`config.mk`:
```
export PLATFORM = sky130hd
export DESIGN_NAME = fpu_f32_unit
export DESIGN_NICKNAME = d
export VERILOG_FILES = /design/src/verilog/fpu_pkg.sv /design/src/verilog/fpu_f32_add.sv /design/src/verilog/fpu_f32_round.sv /design/src/verilog/fpu_f32_unit.sv
export VERILOG_INCLUDE_DIRS = /design/src /design/src/verilog
export SDC_FILE = /design/constraint.sdc
export NUM_CORES = 1
export LEC_CHECK = 0
export BUFFER_PORTS_ARGS = -buffer_cell sky130_fd_sc_hd__buf_2
export CORE_UTILIZATION = 47
export DETAILED_ROUTE_END_ITERATION = 6
export PLACE_DENSITY = 0.66
export SYNTH_ARGS = -nofsm -noshare
export SYNTH_HDL_FRONTEND = slang
export SYNTH_HIERARCHICAL = 1
export SYNTH_SLANG_ARGS = --single-unit
export TNS_END_PERCENT = 30
```
`constraint.sdc`:
```
create_clock -name clk -period 25.7 [get_ports clk]
set_input_delay 2.57 -clock clk [delete_from_list [all_inputs] [get_ports clk]]
set_output_delay 2.57 -clock clk [all_outputs]
set_load 0.1 [all_outputs]
```
`src/verilog/fpu_defines.svh`:
```
// ======================================================================
// Shared constants of the binary32 add/subtract unit
// Included by the package and by every stage that needs a constant
// ======================================================================
`ifndef FPU_DEFINES_SVH
`define FPU_DEFINES_SVH

// Request tag width
`define FPU_TAG_W 4

// IEEE-754 binary32 exponent bias
`define FPU_EXP_BIAS 127

// The one quiet NaN that the unit ever produces
`define FPU_QNAN 32'h7FC00000

// Stored field widths of a binary32 value
`define FPU_FRAC_W 23
`define FPU_EXP_W 8

// Carry, hidden bit, 23 fraction bits, guard, round and sticky
`define FPU_MANT_W 28

`endif

```
`src/verilog/fpu_pkg.sv`:
```
// ======================================================================
// Types shared by the stages of the binary32 add/subtract unit
// Referenced everywhere by scoped names
// ======================================================================
`include "fpu_defines.svh"

package fpu_pkg;

	// One binary32 value, sign then exponent then fraction
	typedef logic [`FPU_EXP_W+`FPU_FRAC_W:0] f32_t;

	// Working exponent
	// Two extra bits keep overflow and underflow visible until packing
	typedef logic [`FPU_EXP_W+1:0] exp_t;

	// Stored fraction without the hidden bit
	typedef logic [`FPU_FRAC_W-1:0] frac_t;

	// Working significand, layout as in the defines header
	typedef logic [`FPU_MANT_W-1:0] mant_t;

	// Request identifier, returned unchanged with the response
	typedef logic [`FPU_TAG_W-1:0] tag_t;

	// Status flags of one result, not sticky
	typedef struct packed {
		logic invalid;
		logic overflow;
		logic inexact;
	} fpu_flags_t;

	// Request as seen on the input channel
	typedef struct packed {
		logic subtract;
		f32_t a;
		f32_t b;
		tag_t tag;
	} fpu_req_t;

	// Unrounded sum between stage one and stage two
	typedef struct packed {
		logic  sign;
		exp_t  exp;
		mant_t mant;
		// Set when stage one already knows the answer
		logic  special;
		f32_t  special_val;
		logic  invalid;
		tag_t  tag;
	} fpu_sum_t;

	// Response as seen on the output channel
	typedef struct packed {
		f32_t       result;
		fpu_flags_t flags;
		tag_t       tag;
	} fpu_rsp_t;

endpackage
```
`src/verilog/fpu_f32_add.sv`:
```
// ======================================================================
// Stage one of the binary32 unit, combinational add or subtract
// Produces an unrounded significand and exponent for the round stage
// ======================================================================
`include "fpu_defines.svh"

module fpu_f32_add (
	input  fpu_pkg::f32_t     a,
	input  fpu_pkg::f32_t     b,
	input  logic              subtract,
	input  fpu_pkg::tag_t     tag,
	output fpu_pkg::fpu_sum_t sum
);

	// Operand B with the subtract applied to its sign
	fpu_pkg::f32_t b_eff;

	// Unpacked fields
	logic                  a_s;
	logic                  b_s;
	logic [`FPU_EXP_W-1:0] a_e;
	logic [`FPU_EXP_W-1:0] b_e;
	fpu_pkg::frac_t        a_f;
	fpu_pkg::frac_t        b_f;

	// Operand classes
	logic a_zero;
	logic b_zero;
	logic a_inf;
	logic b_inf;
	logic a_nan;
	logic b_nan;

	// Significands and magnitudes after the flush
	fpu_pkg::mant_t a_m;
	fpu_pkg::mant_t b_m;
	logic [30:0]    a_mag;
	logic [30:0]    b_mag;
	logic           swap;

	// Larger and smaller operand after the swap
	logic                  big_s;
	logic                  small_s;
	logic [`FPU_EXP_W-1:0] big_e;
	logic [`FPU_EXP_W-1:0] small_e;
	logic [`FPU_EXP_W-1:0] exp_diff;
	fpu_pkg::mant_t        big_m;
	fpu_pkg::mant_t        small_m;

	// Alignment and the add itself
	fpu_pkg::mant_t shifted;
	fpu_pkg::mant_t aligned;
	fpu_pkg::mant_t result_m;
	logic           lost;
	logic           eff_sub;

	assign b_eff = {b[31] ^ subtract, b[30:0]};
	assign {a_s, a_e, a_f} = a;
	assign {b_s, b_e, b_f} = b_eff;

	// ==================================================================
	// Classify
	// ==================================================================
	// Exponent zero covers zero and subnormals, both act as signed zero
	assign a_zero = (a_e == '0);
	assign b_zero = (b_e == '0);
	assign a_inf  = (&a_e) & ~(|a_f);
	assign b_inf  = (&b_e) & ~(|b_f);
	assign a_nan  = (&a_e) & (|a_f);
	assign b_nan  = (&b_e) & (|b_f);

	// Hidden bit at 26, three low bits left for guard, round and sticky
	assign a_m = a_zero ? '0 : {2'b01, a_f, 3'b000};
	assign b_m = b_zero ? '0 : {2'b01, b_f, 3'b000};

	// Exponent and fraction together compare as a magnitude
	assign a_mag = a_zero ? '0 : a[30:0];
	assign b_mag = b_zero ? '0 : b_eff[30:0];
	assign swap  = (b_mag > a_mag);

	// ==================================================================
	// Swap, align, add
	// ==================================================================
	always_comb begin
		if (swap) begin
			big_s   = b_s;
			big_e   = b_e;
			big_m   = b_m;
			small_s = a_s;
			small_e = a_e;
			small_m = a_m;
		end else begin
			big_s   = a_s;
			big_e   = a_e;
			big_m   = a_m;
			small_s = b_s;
			small_e = b_e;
			small_m = b_m;
		end
	end

	assign exp_diff = big_e - small_e;

	// Shifts of 28 or more clear everything and leave all bits in lost
	assign shifted = small_m >> exp_diff;
	assign lost    = |(small_m & ~({`FPU_MANT_W{1'b1}} << exp_diff));
	assign aligned = {shifted[`FPU_MANT_W-1:1], shifted[0] | lost};

	// Big is never smaller, so the difference cannot wrap
	assign eff_sub  = big_s ^ small_s;
	assign result_m = eff_sub ? big_m - aligned : big_m + aligned;

	always_comb begin
		sum.tag         = tag;
		sum.exp         = {2'b00, big_e};
		sum.mant        = result_m;
		// Exact cancellation is +0, two like-signed zeros keep their sign
		sum.sign        = (eff_sub && result_m == '0) ? 1'b0 : big_s;
		sum.special     = 1'b0;
		sum.special_val = '0;
		sum.invalid     = 1'b0;
		if (a_nan || b_nan || (a_inf && b_inf && (a_s != b_s))) begin
			sum.special     = 1'b1;
			sum.special_val = `FPU_QNAN;
			sum.invalid     = 1'b1;
		end else if (a_inf) begin
			sum.special     = 1'b1;
			sum.special_val = a;
		end else if (b_inf) begin
			// Sign of B already carries the subtract
			sum.special     = 1'b1;
			sum.special_val = b_eff;
		end
	end

	// Finite operands, judged from the raw inputs, never take the special path
	always_comb begin
		if (!(&a[30:23]) && !(&b[30:23])) begin
			assert (!sum.special)
				else $error("special result for finite operands");
		end
	end

endmodule

```
`src/verilog/fpu_f32_round.sv`:
```
// ======================================================================
// Stage two of the binary32 unit, combinational normalize and round
// Turns the unrounded sum into a packed result with its status flags
// ======================================================================
`include "fpu_defines.svh"

module fpu_f32_round (
	input  fpu_pkg::fpu_sum_t sum,
	output fpu_pkg::fpu_rsp_t rsp
);

	// Largest biased exponent, reserved for infinity and NaN
	localparam int EXP_MAX = 2 * `FPU_EXP_BIAS + 1;

	// Normalize
	logic [4:0]     lz;
	logic [4:0]     shift;
	fpu_pkg::mant_t norm;
	fpu_pkg::exp_t  exp_n;

	// Round
	logic                  lsb;
	logic                  guard;
	logic                  rest;
	logic                  round_up;
	logic                  lost;
	logic [`FPU_FRAC_W+1:0] rnd;
	fpu_pkg::exp_t         exp_r;
	fpu_pkg::frac_t        frac_r;

	// Leading zeros of the working significand, 28 when it is zero
	function automatic logic [4:0] lead_zeros(input fpu_pkg::mant_t m);
		logic [4:0] n;
		logic       found;
		n     = 5'd0;
		found = 1'b0;
		for (int i = `FPU_MANT_W - 1; i >= 0; i--) begin
			if (!found) begin
				if (m[i])
					found = 1'b1;
				else
					n = n + 5'd1;
			end
		end
		return n;
	endfunction

	// ==================================================================
	// Normalize so that the leading one sits at bit 26
	// ==================================================================
	always_comb begin
		lz    = lead_zeros(sum.mant);
		shift = 5'd0;
		if (sum.mant[`FPU_MANT_W-1]) begin
			// Carry out of the add, one step right, folding into sticky
			norm  = {1'b0, sum.mant[27:2], sum.mant[1] | sum.mant[0]};
			exp_n = sum.exp + 10'd1;
		end else begin
			// Cancellation, shift left by the extra zeros
			shift = lz - 5'd1;
			norm  = sum.mant << shift;
			exp_n = sum.exp - {5'b00000, shift};
		end
	end

	// ==================================================================
	// Round to nearest, ties to even
	// ==================================================================
	assign lsb      = norm[3];
	assign guard    = norm[2];
	assign rest     = norm[1] | norm[0];
	assign round_up = guard & (rest | lsb);
	assign lost     = guard | rest;

	// Hidden bit and fraction, one spare bit for the rounding carry
	assign rnd   = {1'b0, norm[26:3]} + 25'(round_up);
	assign exp_r = exp_n + {9'b0, rnd[`FPU_FRAC_W+1]};
	// On a carry the fraction bits are all zero either way
	assign frac_r = rnd[`FPU_FRAC_W-1:0];

	// ==================================================================
	// Pack
	// ==================================================================
	always_comb begin
		rsp.tag   = sum.tag;
		rsp.flags = '0;
		if (sum.special) begin
			rsp.result        = sum.special_val;
			rsp.flags.invalid = sum.invalid;
		end else if (sum.mant == '0) begin
			// Exact zero, sign decided by stage one
			rsp.result = {sum.sign, 31'b0};
		end else if ($signed(exp_r) >= EXP_MAX) begin
			rsp.result         = {sum.sign, {`FPU_EXP_W{1'b1}}, {`FPU_FRAC_W{1'b0}}};
			rsp.flags.overflow = 1'b1;
			rsp.flags.inexact  = 1'b1;
		end else if ($signed(exp_r) < 1) begin
			// Below the normal range, flushed like a subnormal input
			rsp.result        = {sum.sign, 31'b0};
			rsp.flags.inexact = 1'b1;
		end else begin
			rsp.result        = {sum.sign, exp_r[`FPU_EXP_W-1:0], frac_r};
			rsp.flags.inexact = lost;
		end
	end

	// Only the canonical quiet NaN ever leaves the unit
	always_comb begin
		if ((&rsp.result[30:23]) && (|rsp.result[22:0])) begin
			assert (rsp.result == `FPU_QNAN)
				else $error("non-canonical NaN %h", rsp.result);
		end
	end

endmodule

```
`src/verilog/fpu_f32_unit.sv`:
```
// ======================================================================
// Two-stage pipelined binary32 add/subtract unit, top level
// Valid/ready on request and response, one result per cycle
// ======================================================================

module fpu_f32_unit (
	input  logic              clk,
	input  logic              reset,

	// Request channel
	input  logic              req_valid,
	output logic              req_ready,
	input  fpu_pkg::fpu_req_t req,

	// Response channel
	output logic              rsp_valid,
	input  logic              rsp_ready,
	output fpu_pkg::fpu_rsp_t rsp
);

	// Stage s1 holds the accepted request
	logic              s1_valid;
	fpu_pkg::fpu_req_t s1_req;

	// Stage s2 holds the unrounded sum
	logic              s2_valid;
	fpu_pkg::fpu_sum_t s2_sum;

	// Add stage output feeding s2
	fpu_pkg::fpu_sum_t add_sum;

	// A stage may load when empty or when its content moves on
	logic s1_ready;
	logic s2_ready;

	// ==================================================================
	// Stall chain
	// ==================================================================
	// Back-pressure ripples from rsp_ready through s2 and s1 to req_ready
	assign s2_ready  = ~s2_valid | rsp_ready;
	assign s1_ready  = ~s1_valid | s2_ready;
	assign req_ready = s1_ready;

	// Response comes straight out of s2 through the round stage
	assign rsp_valid = s2_valid;

	// Valid bits
	always_ff @(posedge clk) begin
		if (reset) begin
			s1_valid <= 1'b0;
			s2_valid <= 1'b0;
		end else begin
			if (s2_ready)
				s2_valid <= s1_valid;
			if (s1_ready)
				s1_valid <= req_valid;
		end
	end

	// Payload, loaded only with valid data
	always_ff @(posedge clk) begin
		if (s1_ready && req_valid)
			s1_req <= req;
		if (s2_ready && s1_valid)
			s2_sum <= add_sum;
	end

	// ==================================================================
	// Datapath stages
	// ==================================================================
	fpu_f32_add i_fpu_f32_add (
		.a        (s1_req.a),
		.b        (s1_req.b),
		.subtract (s1_req.subtract),
		.tag      (s1_req.tag),
		.sum      (add_sum)
	);

	fpu_f32_round i_fpu_f32_round (
		.sum (s2_sum),
		.rsp (rsp)
	);

	// ==================================================================
	// Checks
	// ==================================================================
	// A stalled response stays valid and unchanged until taken
	assert property (@(posedge clk) disable iff (reset)
		rsp_valid && !rsp_ready |=> rsp_valid && $stable(rsp))
		else $error("response changed while stalled");

	// Nothing comes out right after reset
	assert property (@(posedge clk) reset |=> !rsp_valid)
		else $error("response valid after reset");

endmodule

```
**After elaboration in Yosys (flattened, before gate mapping)**

Cells that the tools add are included.

- Register bits after elaboration: 146
- Bits in latches: 0
- Memory bits (writable): 0
- Bits in read-only memories: 0
- Input bits: 73
- Output and inout port bits: 41
- Word-level logic and storage cells: 226
- Memories: 0

- $add $sub $neg: 35
- Multiply operators: 0
- Divide/modulo/power cells: 0
- Order comparisons: 3
- Eq/ne operators: 1
- Shift operators: 3
- Multiplexer cells: 134
- Bitwise logic cells: 20
- Reductions and logical operators: 17

Operators with widths:

| cell | count |
|---|---|
| $mux 5 | 54 |
| $mux 31 | 5 |
| $add 5x1->5 const B | 26 |
| $mux 28 | 3 |
| $mux 27 | 3 |
| $mux 32 | 2 |
| $mux 1 | 61 |
| $logic_not 28->1 | 2 |
| $reduce_or 23->1 | 2 |
| $mux 33 | 1 |
| $gt 31x31->1 | 1 |
| $add 28x28->28 | 1 |
| $and 28x28->28 | 1 |
| $not 28->28 | 1 |
| $reduce_or 28->1 | 1 |
| $shl 28x5->27 | 1 |
| $shl 28x8->28 const A | 1 |
| $shr 28x8->28 | 1 |
| $sub 28x28->28 | 1 |
| $add 24x1->25 | 1 |
| $logic_not 8->1 | 2 |
| $mux 8 | 2 |
| $reduce_and 8->1 | 2 |
| $add 10x1->10 | 1 |
| other kinds (17) | 37 |

**Depth between registers and ports, before layout**

Gate-level depths: netlist (run 1).

- Word-level depth: 95
- Depth in mapped cells: 117
- Depth with buffers taken out: 112

**Modules after synthesis**

Netlist (run 1), hierarchy kept.

Modules (own cells, without submodules):

| module | times used | cells each | area an instance (µm²) | seq. area each (µm²) |
|---|---|---|---|---|
| fpu_f32_add | 1 | 1314 | 8115.3 | 0.0 |
| fpu_f32_round | 1 | 967 | 6452.4 | 0.0 |
| fpu_f32_unit | 1 | 156 | 4488.1 | 4424.2 |

**Worst setup path before layout (run 1)**

Ideal clock, no wire load.

- Path kind: reg-to-output
- From: register s2_sum[65] (netlist bit)
- To: output rsp[21] (netlist bit)
- Data arrival time: 22.735 ns
- Setup slack: 0.395 ns
- Stages on the path, launching flop included: 115
- Buffers on the path: 8
- Cell sequence: edfxtp_1 clkbuf_1 buf_1 clkbuf_1 clkbuf_1 clkbuf_1 a21oi_1 ha_1 o21a_1 ha_1 mux2_2 o21a_1 ha_1 nand2_1 nand2_1 ha_1 mux2i_1 o21ai_0 (+79 left out) and3_1 ha_1 nor2b_1 ha_1 inv_1 o21bai_1 a21oi_1 o21bai_1 a21oi_1 xnor2_1 nand4_1 xnor2_1 xnor2_1 xor2_1 nor3_1 nand2_1 clkbuf_1 o21ai_0

RTL lines:

| element | line | RTL |
|---|---|---|
| from (decl) | fpu_f32_unit.sv:27 | `fpu_pkg::fpu_sum_t s2_sum;` |
| from (signal assigned) | fpu_f32_unit.sv:65 | `s2_sum <= add_sum;` |
| to (decl) | fpu_f32_unit.sv:18 | `output fpu_pkg::fpu_rsp_t rsp` |

==> impl_metrics.yaml, run 1 <==
outcome:
  status: "finished clean"
critical_path:
  worstPathArrival_ps: 21840
  r2r_cells: 49
  setup.worst_path.class: "reg2out"
  r2r-end: "s2_sum[76]"
  required_ps: 23130
  critPathCapture: "rsp[11]"
  critPathSlowestCell: "or4_4"
  crit-reg2reg-launch: "s1_req[27]"
  r2r_setup_slack_ps: 11500
  worst_path_most_repeated_cell: "ha_1"
  cp_slowest_stage_delay_ps: 660
  cp-start-kind: "flip-flop"
  startpoint: "s2_sum[63]"
  cp-end-kind: "primary output"
  critPathMaxFanout: 9
logic_synthesis:
  yosysWarnings: 6
  synth_seq_cells: 148
  async_flop_share_pct: 0
  synth_top_area_share_pct: 23.0
  synthDistinctLibCells: 127
  syn_area_um2: 19100
  synth_edf_count: 146
  synthCells: 2437
  synth_area_per_cell_um2: 7.82
  dominantRegCellSynth: "edfxtp_1"
  synthTopCellsByArea: "edfxtp_1 (23%), nand2_1 (8.1%), ha_1 (6.5%)"
  synthTopCellsByCount: "nand2_1 (409), nor2_1 (210), a21oi_1 (193)"
  yosysMostFrequentCell: "nand2_1"
  synth_top_area_cell: "edfxtp_1"
  yosysSeqAreaShare_pct: 23.2
clock_tree:
  clk_path_buf_depth: 2
  clkTransAtPathRegs_ps: 70
  cts_buffers: 17
  cts_root_buffer: "clkbuf_16"
  cts_tree: "built"
  htree_levels: 4
  hold_buffers: 0
  clock_sinks: 148
  clock_latency_ps: 460
finish:
  multiInputGateArea_um2: 13900
  synthToLayoutAreaGrowth_pct: 11.2
  drive_gt1_share_pct: 15.1
  final_util_pct: 53.2
  fillerInstances: 3782
  nNetsFinal: 2633
  antennaDiodeCount: 0
  regArea_um2: 4420
  fin_cells: 2998
routing:
  drc: 0
  postRouteWirelength_um: 63100
  vias: 18600
  vias_per_cell: 6.21
  firstDrtPassIters: 5
  routedWlPerCell_um: 21.0
  detail-route-antenna-nets: 0
  drt_iter0_markers: 1839
floorplanning:
  io_pins: 114
  dieArea_um2: 41400
  core_area_um2: 39800
  rows: 73
  die_w_um: 203
  start_util_pct: 47.9
  die_y_um: 203
power_and_ir_drop:
  pwr-share-comb_pct: 67.8
  seq_power_share_pct: 18.9
  p_int_uw: 932
  p_leak_uw: 0.00852
  vdd_drop_max_uv: 56.2
  clkPwrFrac_pct: 13.3
  power.switching_uw: 965
  p_per_area_nw_per_um2: 89.5
  switching_share_pct: 50.9
place:
  routabilityCongestion: 1.01
  dp_slack_ps: 437
  hpwlAfterDp_um: 49100
  dp.cells: 2944
  numPortBuffers: 113
timing:
  min_period_ps: 24410
  hold_violations: 0
  whs_ps: 421
  finalCritPeriodShare_pct: 95.0
  fin_skew_ps: 7.79
  tns_ps: 0
  tightest_slew_ps: 1030
  drv_slew: 0
  fmax_ghz: 0.0410
  setup_violations: 0
  fin_ws_ps: 1290
  max_slew_margin_pct: 31.1
global_route:
  first_global_vias: 17600
  grt_pass1_wl_um: 96700
  antenna_found_initial: 0
  gr-usage-all-layers_pct: 29.9
  grt_max_degree: 70
  grt_overflow: 0
job:
  cap_violations: 0
min_path:
  hp-class: "reg2reg"
==> layer usage <==
layer	track usage (%)	vias up	wire, µm
met2	50.3	751	30000
met5	0	-	0
met3	3.95	200	3570
met1	36.1	8816	25500
li1	-	8862	-
met4	18.9	0	3980
==> worst min-delay path by stage <==
stage               from         to  depth (start not counted)
4_1_cts        s1_req[1]  s2_sum[1]                          0
6_report       s1_req[1]  s2_sum[1]                          0
3_3_place_gp   s1_req[1]  s2_sum[1]                          0
2_1_floorplan   s1_valid  rsp_valid                          2
5_1_grt        s1_req[0]  s2_sum[0]                          0
3_5_place_dp   s1_req[2]  s2_sum[2]                          0
==> cell usage in the layout (no fill, tap or decap), types with 20 or more instances in the layout <==
cell type  netlist  routed
nand2_1        409     407
a21o_1          30      30
and2_1          46      46
inv_1           56      56
nor2_1         210     208
o21ai_2          3      26
ha_1            99      93
nand4_1         29      29
nor2b_1         37      36
nand3_1         60      60
a31oi_1         31      30
buf_2           20      86
mux2i_1         86      85
and3_1          27      26
buf_4           40      44
nor4_1          32      32
mux2_2          33      33
conb_1           1      24
edfxtp_1       146     146
nand2b_1        26      25
buf_12           0      25
xor2_1          61      57
nor3_1          48      46
xnor2_1         93      91
clkbuf_16        0      20
o21ai_0        138     125
a21oi_1        193     192
==> final cells by class <==
class                      count  area share [%]
clock buffer                  19            2.04
clock inverter                13           0.697
timing repair buffer         165            6.61
tap                          525            3.10
sequential                   148            20.9
multi-input combinational   2072            65.7
inverter                      56           0.992
==> cells by family after synthesis <==
logic type	Yosys count	synth area share, %
muxes	136	8.29
adders and majority gates	105	6.87
xor gates and xnor gates	167	8.54
other	1	0.0197
DFF	148	23.2
buffers and inverters	240	5.96
and+or+nand+nor	1023	26.3
AOI/OAI and AO/OA	617	20.8
==> worst max-delay path: cells and delay by family (launching register included) <==
| family | cells | cell delay [ps] |
|---|---|---|
| flip-flops | 1 | 500 |
| AND/OR/NAND/NOR | 42 | 6280 |
| multiplexers | 11 | 2260 |
| XOR/XNOR | 2 | 370 |
| buffers and inverters | 7 | 1000 |
| adder cells (fa/ha/maj) | 26 | 7500 |
| AO/OA/AOI/OAI | 24 | 3480 |
==> power by group through the flow <==
stage | clock network, µW | registers (µW) | logic [µW]
finish | 252 | 359 | 1290
global route | 264 | 360 | 1390
CTS | 257 | 356 | 1200
detailed placement | 0 | 361 | 1190
global placement | 0 | 361 | 1180
floorplan | 0 | 322 | 932
==> state kept, by name (all words and copies together) (netlist names) <==
signal / flops
s1_valid: 1
s2_sum: 77
rsp_valid: 1
s1_req: 69
==> through the flow <==
step | total power, µW | instance area [µm²]
5_1_grt | 2010 | 21200
3_5_place_dp | 1550 | 20000
6_report | 1900 | 21200
3_3_place_gp | 1540 | 20000
4_1_cts | 1810 | 20600
2_1_floorplan | 1250 | 19100
==> what timing repair did <==
action,4_1_cts,5_1_grt
cloned,0,3
endpoints found under the setup margin,19,33
setup buffers,0,19
gates resized for setup,5,95
pin swaps,0,13
(Power assumes the default switching activity.)
==> inputs of run 2 (changes only) <==
--- a/config.mk
+++ b/config.mk
@@ -8,7 +8,9 @@
 export LEC_CHECK = 0
 export BUFFER_PORTS_ARGS = -buffer_cell sky130_fd_sc_hd__buf_2
+export CORE_MARGIN = 1.5
 export CORE_UTILIZATION = 47
 export DETAILED_ROUTE_END_ITERATION = 6
 export PLACE_DENSITY = 0.66
+export SKIP_LAST_GASP = 1
 export SYNTH_ARGS = -nofsm -noshare
 export SYNTH_HDL_FRONTEND = slang
==> constraint.sdc (replaced) <==
create_clock -name clk -period 25.7 [get_ports clk]
set_input_delay 2.57 -clock clk [delete_from_list [all_inputs] [get_ports clk]]
set_output_delay 2.57 -clock clk [all_outputs]
set_load 0.005 [all_outputs]
==> run 2 against run 1 <==
Clock power is 6% higher. First-iteration DRC count decreased by 6.8%. Clock-buffer cell count is 2 lower. Core utilization fell by 1.6 points. Sequential cell count unchanged. Critical path type unchanged. Largest cell class unchanged.
==> impl_metrics.yaml, run 2 (synthesized netlist as in run 1, its figures left out) <==
floorplanning:
  dieArea_um2: 41800
  core_area_um2: 39800
  io_pins: 114
  rows: 73
  start_util_pct: 47.9
  die_y_um: 204
  die_w_um: 204
critical_path:
  critPathMaxFanout: 8
  worst_path_most_repeated_cell: "ha_1"
  setup.worst_path.class: "reg2out"
  r2r_setup_slack_ps: 11060
  crit-reg2reg-launch: "s1_req[27]"
  worstPathArrival_ps: 21670
  cp-start-kind: "flip-flop"
  required_ps: 23130
  cp-end-kind: "primary output"
  cp_slowest_stage_delay_ps: 620
  r2r-end: "s2_sum[76]"
  critPathSlowestCell: "or4_4"
  r2r_cells: 47
global_route:
  grt_pass1_wl_um: 97000
  first_global_vias: 17600
  grt_max_degree: 76
  antenna_found_initial: 1
  gr-usage-all-layers_pct: 29.8
  grt_overflow: 0
power_and_ir_drop:
  p_leak_uw: 0.00829
  switching_share_pct: 49.5
  pwr-share-comb_pct: 64.6
  power.switching_uw: 871
  p_per_area_nw_per_um2: 85.7
  p_int_uw: 889
  seq_power_share_pct: 20.2
  clkPwrFrac_pct: 15.1
  vdd_drop_max_uv: 52.4
finish:
  nNetsFinal: 2619
  fillerInstances: 3893
  drive_gt1_share_pct: 13.6
  top_register: "s2_sum"
  mostFrequentLayoutCell: "nand2_1"
  reg_top3: "s2_sum x77, s1_req x69"
  final_util_pct: 51.6
  mostFrequentLayoutCells: "nand2_1 (407), nor2_1 (208), a21oi_1 (192), edfxtp_1 (146), o21ai_0 (129)"
  fin_cells: 2985
  largest_reg_flops: 77
  synthToLayoutAreaGrowth_pct: 7.81
  regArea_um2: 4420
  multiInputGateArea_um2: 13800
routing:
  firstDrtPassIters: 6
  detail-route-antenna-nets: 0
  drc: 0
  drt_iter0_markers: 1714
  vias: 18500
  postRouteWirelength_um: 62700
  vias_per_cell: 6.21
  routedWlPerCell_um: 21.0
clock_tree:
  clock_sinks: 148
  cts_buffers: 17
  clk_path_buf_depth: 2
  cts_tree: "built"
  clkTransAtPathRegs_ps: 70
  clock_latency_ps: 450
  cts_root_buffer: "clkbuf_16"
  htree_levels: 4
  hold_buffers: 0
timing:
  drv_slew: 0
  hold_violations: 0
  tightest_slew_ps: 1050
  fmax_ghz: 0.0413
  fin_skew_ps: 14.2
  rsz0062_at_grt: "yes"
  setup_violations: 0
  max_slew_margin_pct: 30.0
  finalCritPeriodShare_pct: 94.3
  min_period_ps: 24240
min_path:
  hp-start: "s1_req[3]"
  min_to: "s2_sum[3]"
  hold_depth: 0
  hp-class: "reg2reg"
job:
  cap_violations: 0
place:
  numPortBuffers: 113
  hpwlAfterDp_um: 49500
  dp.cells: 2944
  routabilityCongestion: 0.971
outcome:
  status: "finished clean"
==> run 2: cell types whose count changed in the layout (fill, tap and decap cells not counted), sizes merged <==
cell      delta
buf          -7
clkbuf       -9
clkinv       -3
clkinvlp     -1
diode        +1
inv          +6
==> run 2: layout make-up <==
class                      instances  area share (%)
tap                              525            3.20
antenna                            1          0.0122
clock inverter                    15           0.889
clock buffer                      17            2.07
multi-input combinational       2072            67.0
inverter                          56            1.02
timing repair buffer             151            4.28
sequential                       148            21.5
==> run 2: through the flow <==
step	TNS [ps]	setup WS [ps]	hold WS, ps	power (µW)	cell area [µm²]
final	0	1460	425	1760	20500
after CTS	0	311	422	1720	20300
after global routing	-695	-83.7	436	1880	20500
after detailed placement	0	842	410	1450	19700
after floorplan	0	2330	461	1170	19100
after global placement	0	1330	402	1450	19700
==> run 2: routing by layer <==
metal / global-route usage, % / routed length (µm) / vias to the layer above
met2: 50.8 / 30100 / 761
met3: 3.57 / 3550 / 178
met5: 0 / 0 / -
met4: 17.2 / 3660 / 0
li1: - / - / 8844
met1: 36.1 / 25300 / 8760
==> run 2: worst max-delay path by stage <==
| stage | from | to | slack (ps) | depth (start not counted) |
|---|---|---|---|---|
| floorplan | s2_sum[65] | rsp[21] | 2330 | 114 |
| global placement | s2_sum[63] | rsp[21] | 1330 | 105 |
| detailed placement | s2_sum[63] | rsp[16] | 840 | 111 |
| CTS | s2_sum[63] | rsp[16] | 310 | 111 |
| global route | s2_sum[65] | rsp[35] | -80 | 110 |
| finish | s2_sum[64] | rsp[4] | 1460 | 110 |
==> run 2: what timing repair did <==
item | in CTS | in global routing
hold endpoints to repair | 0 | 0
buffers inserted | 0 | 8
setup endpoints to repair | 0 | 33
resized for setup | 0 | 46
==> run 2: worst max-delay path: cells and delay by family, from the launching register on <==
| family | cells | cell delay (ps) |
|---|---|---|
| buf+inv | 5 | 700 |
| mux | 10 | 2110 |
| xor+xnor | 2 | 330 |
| compound gates | 23 | 4080 |
| fa+ha+maj | 27 | 7880 |
| flops | 1 | 540 |
| simple gates | 43 | 5590 |
==> run 2: power by group through the flow <==
stage	combinational (µW)	clock [µW]	sequential, µW
floorplan	852	0	321
global placement	1090	0	358
detailed placement	1090	0	359
CTS	1100	271	354
global route	1240	279	359
finish	1140	266	356
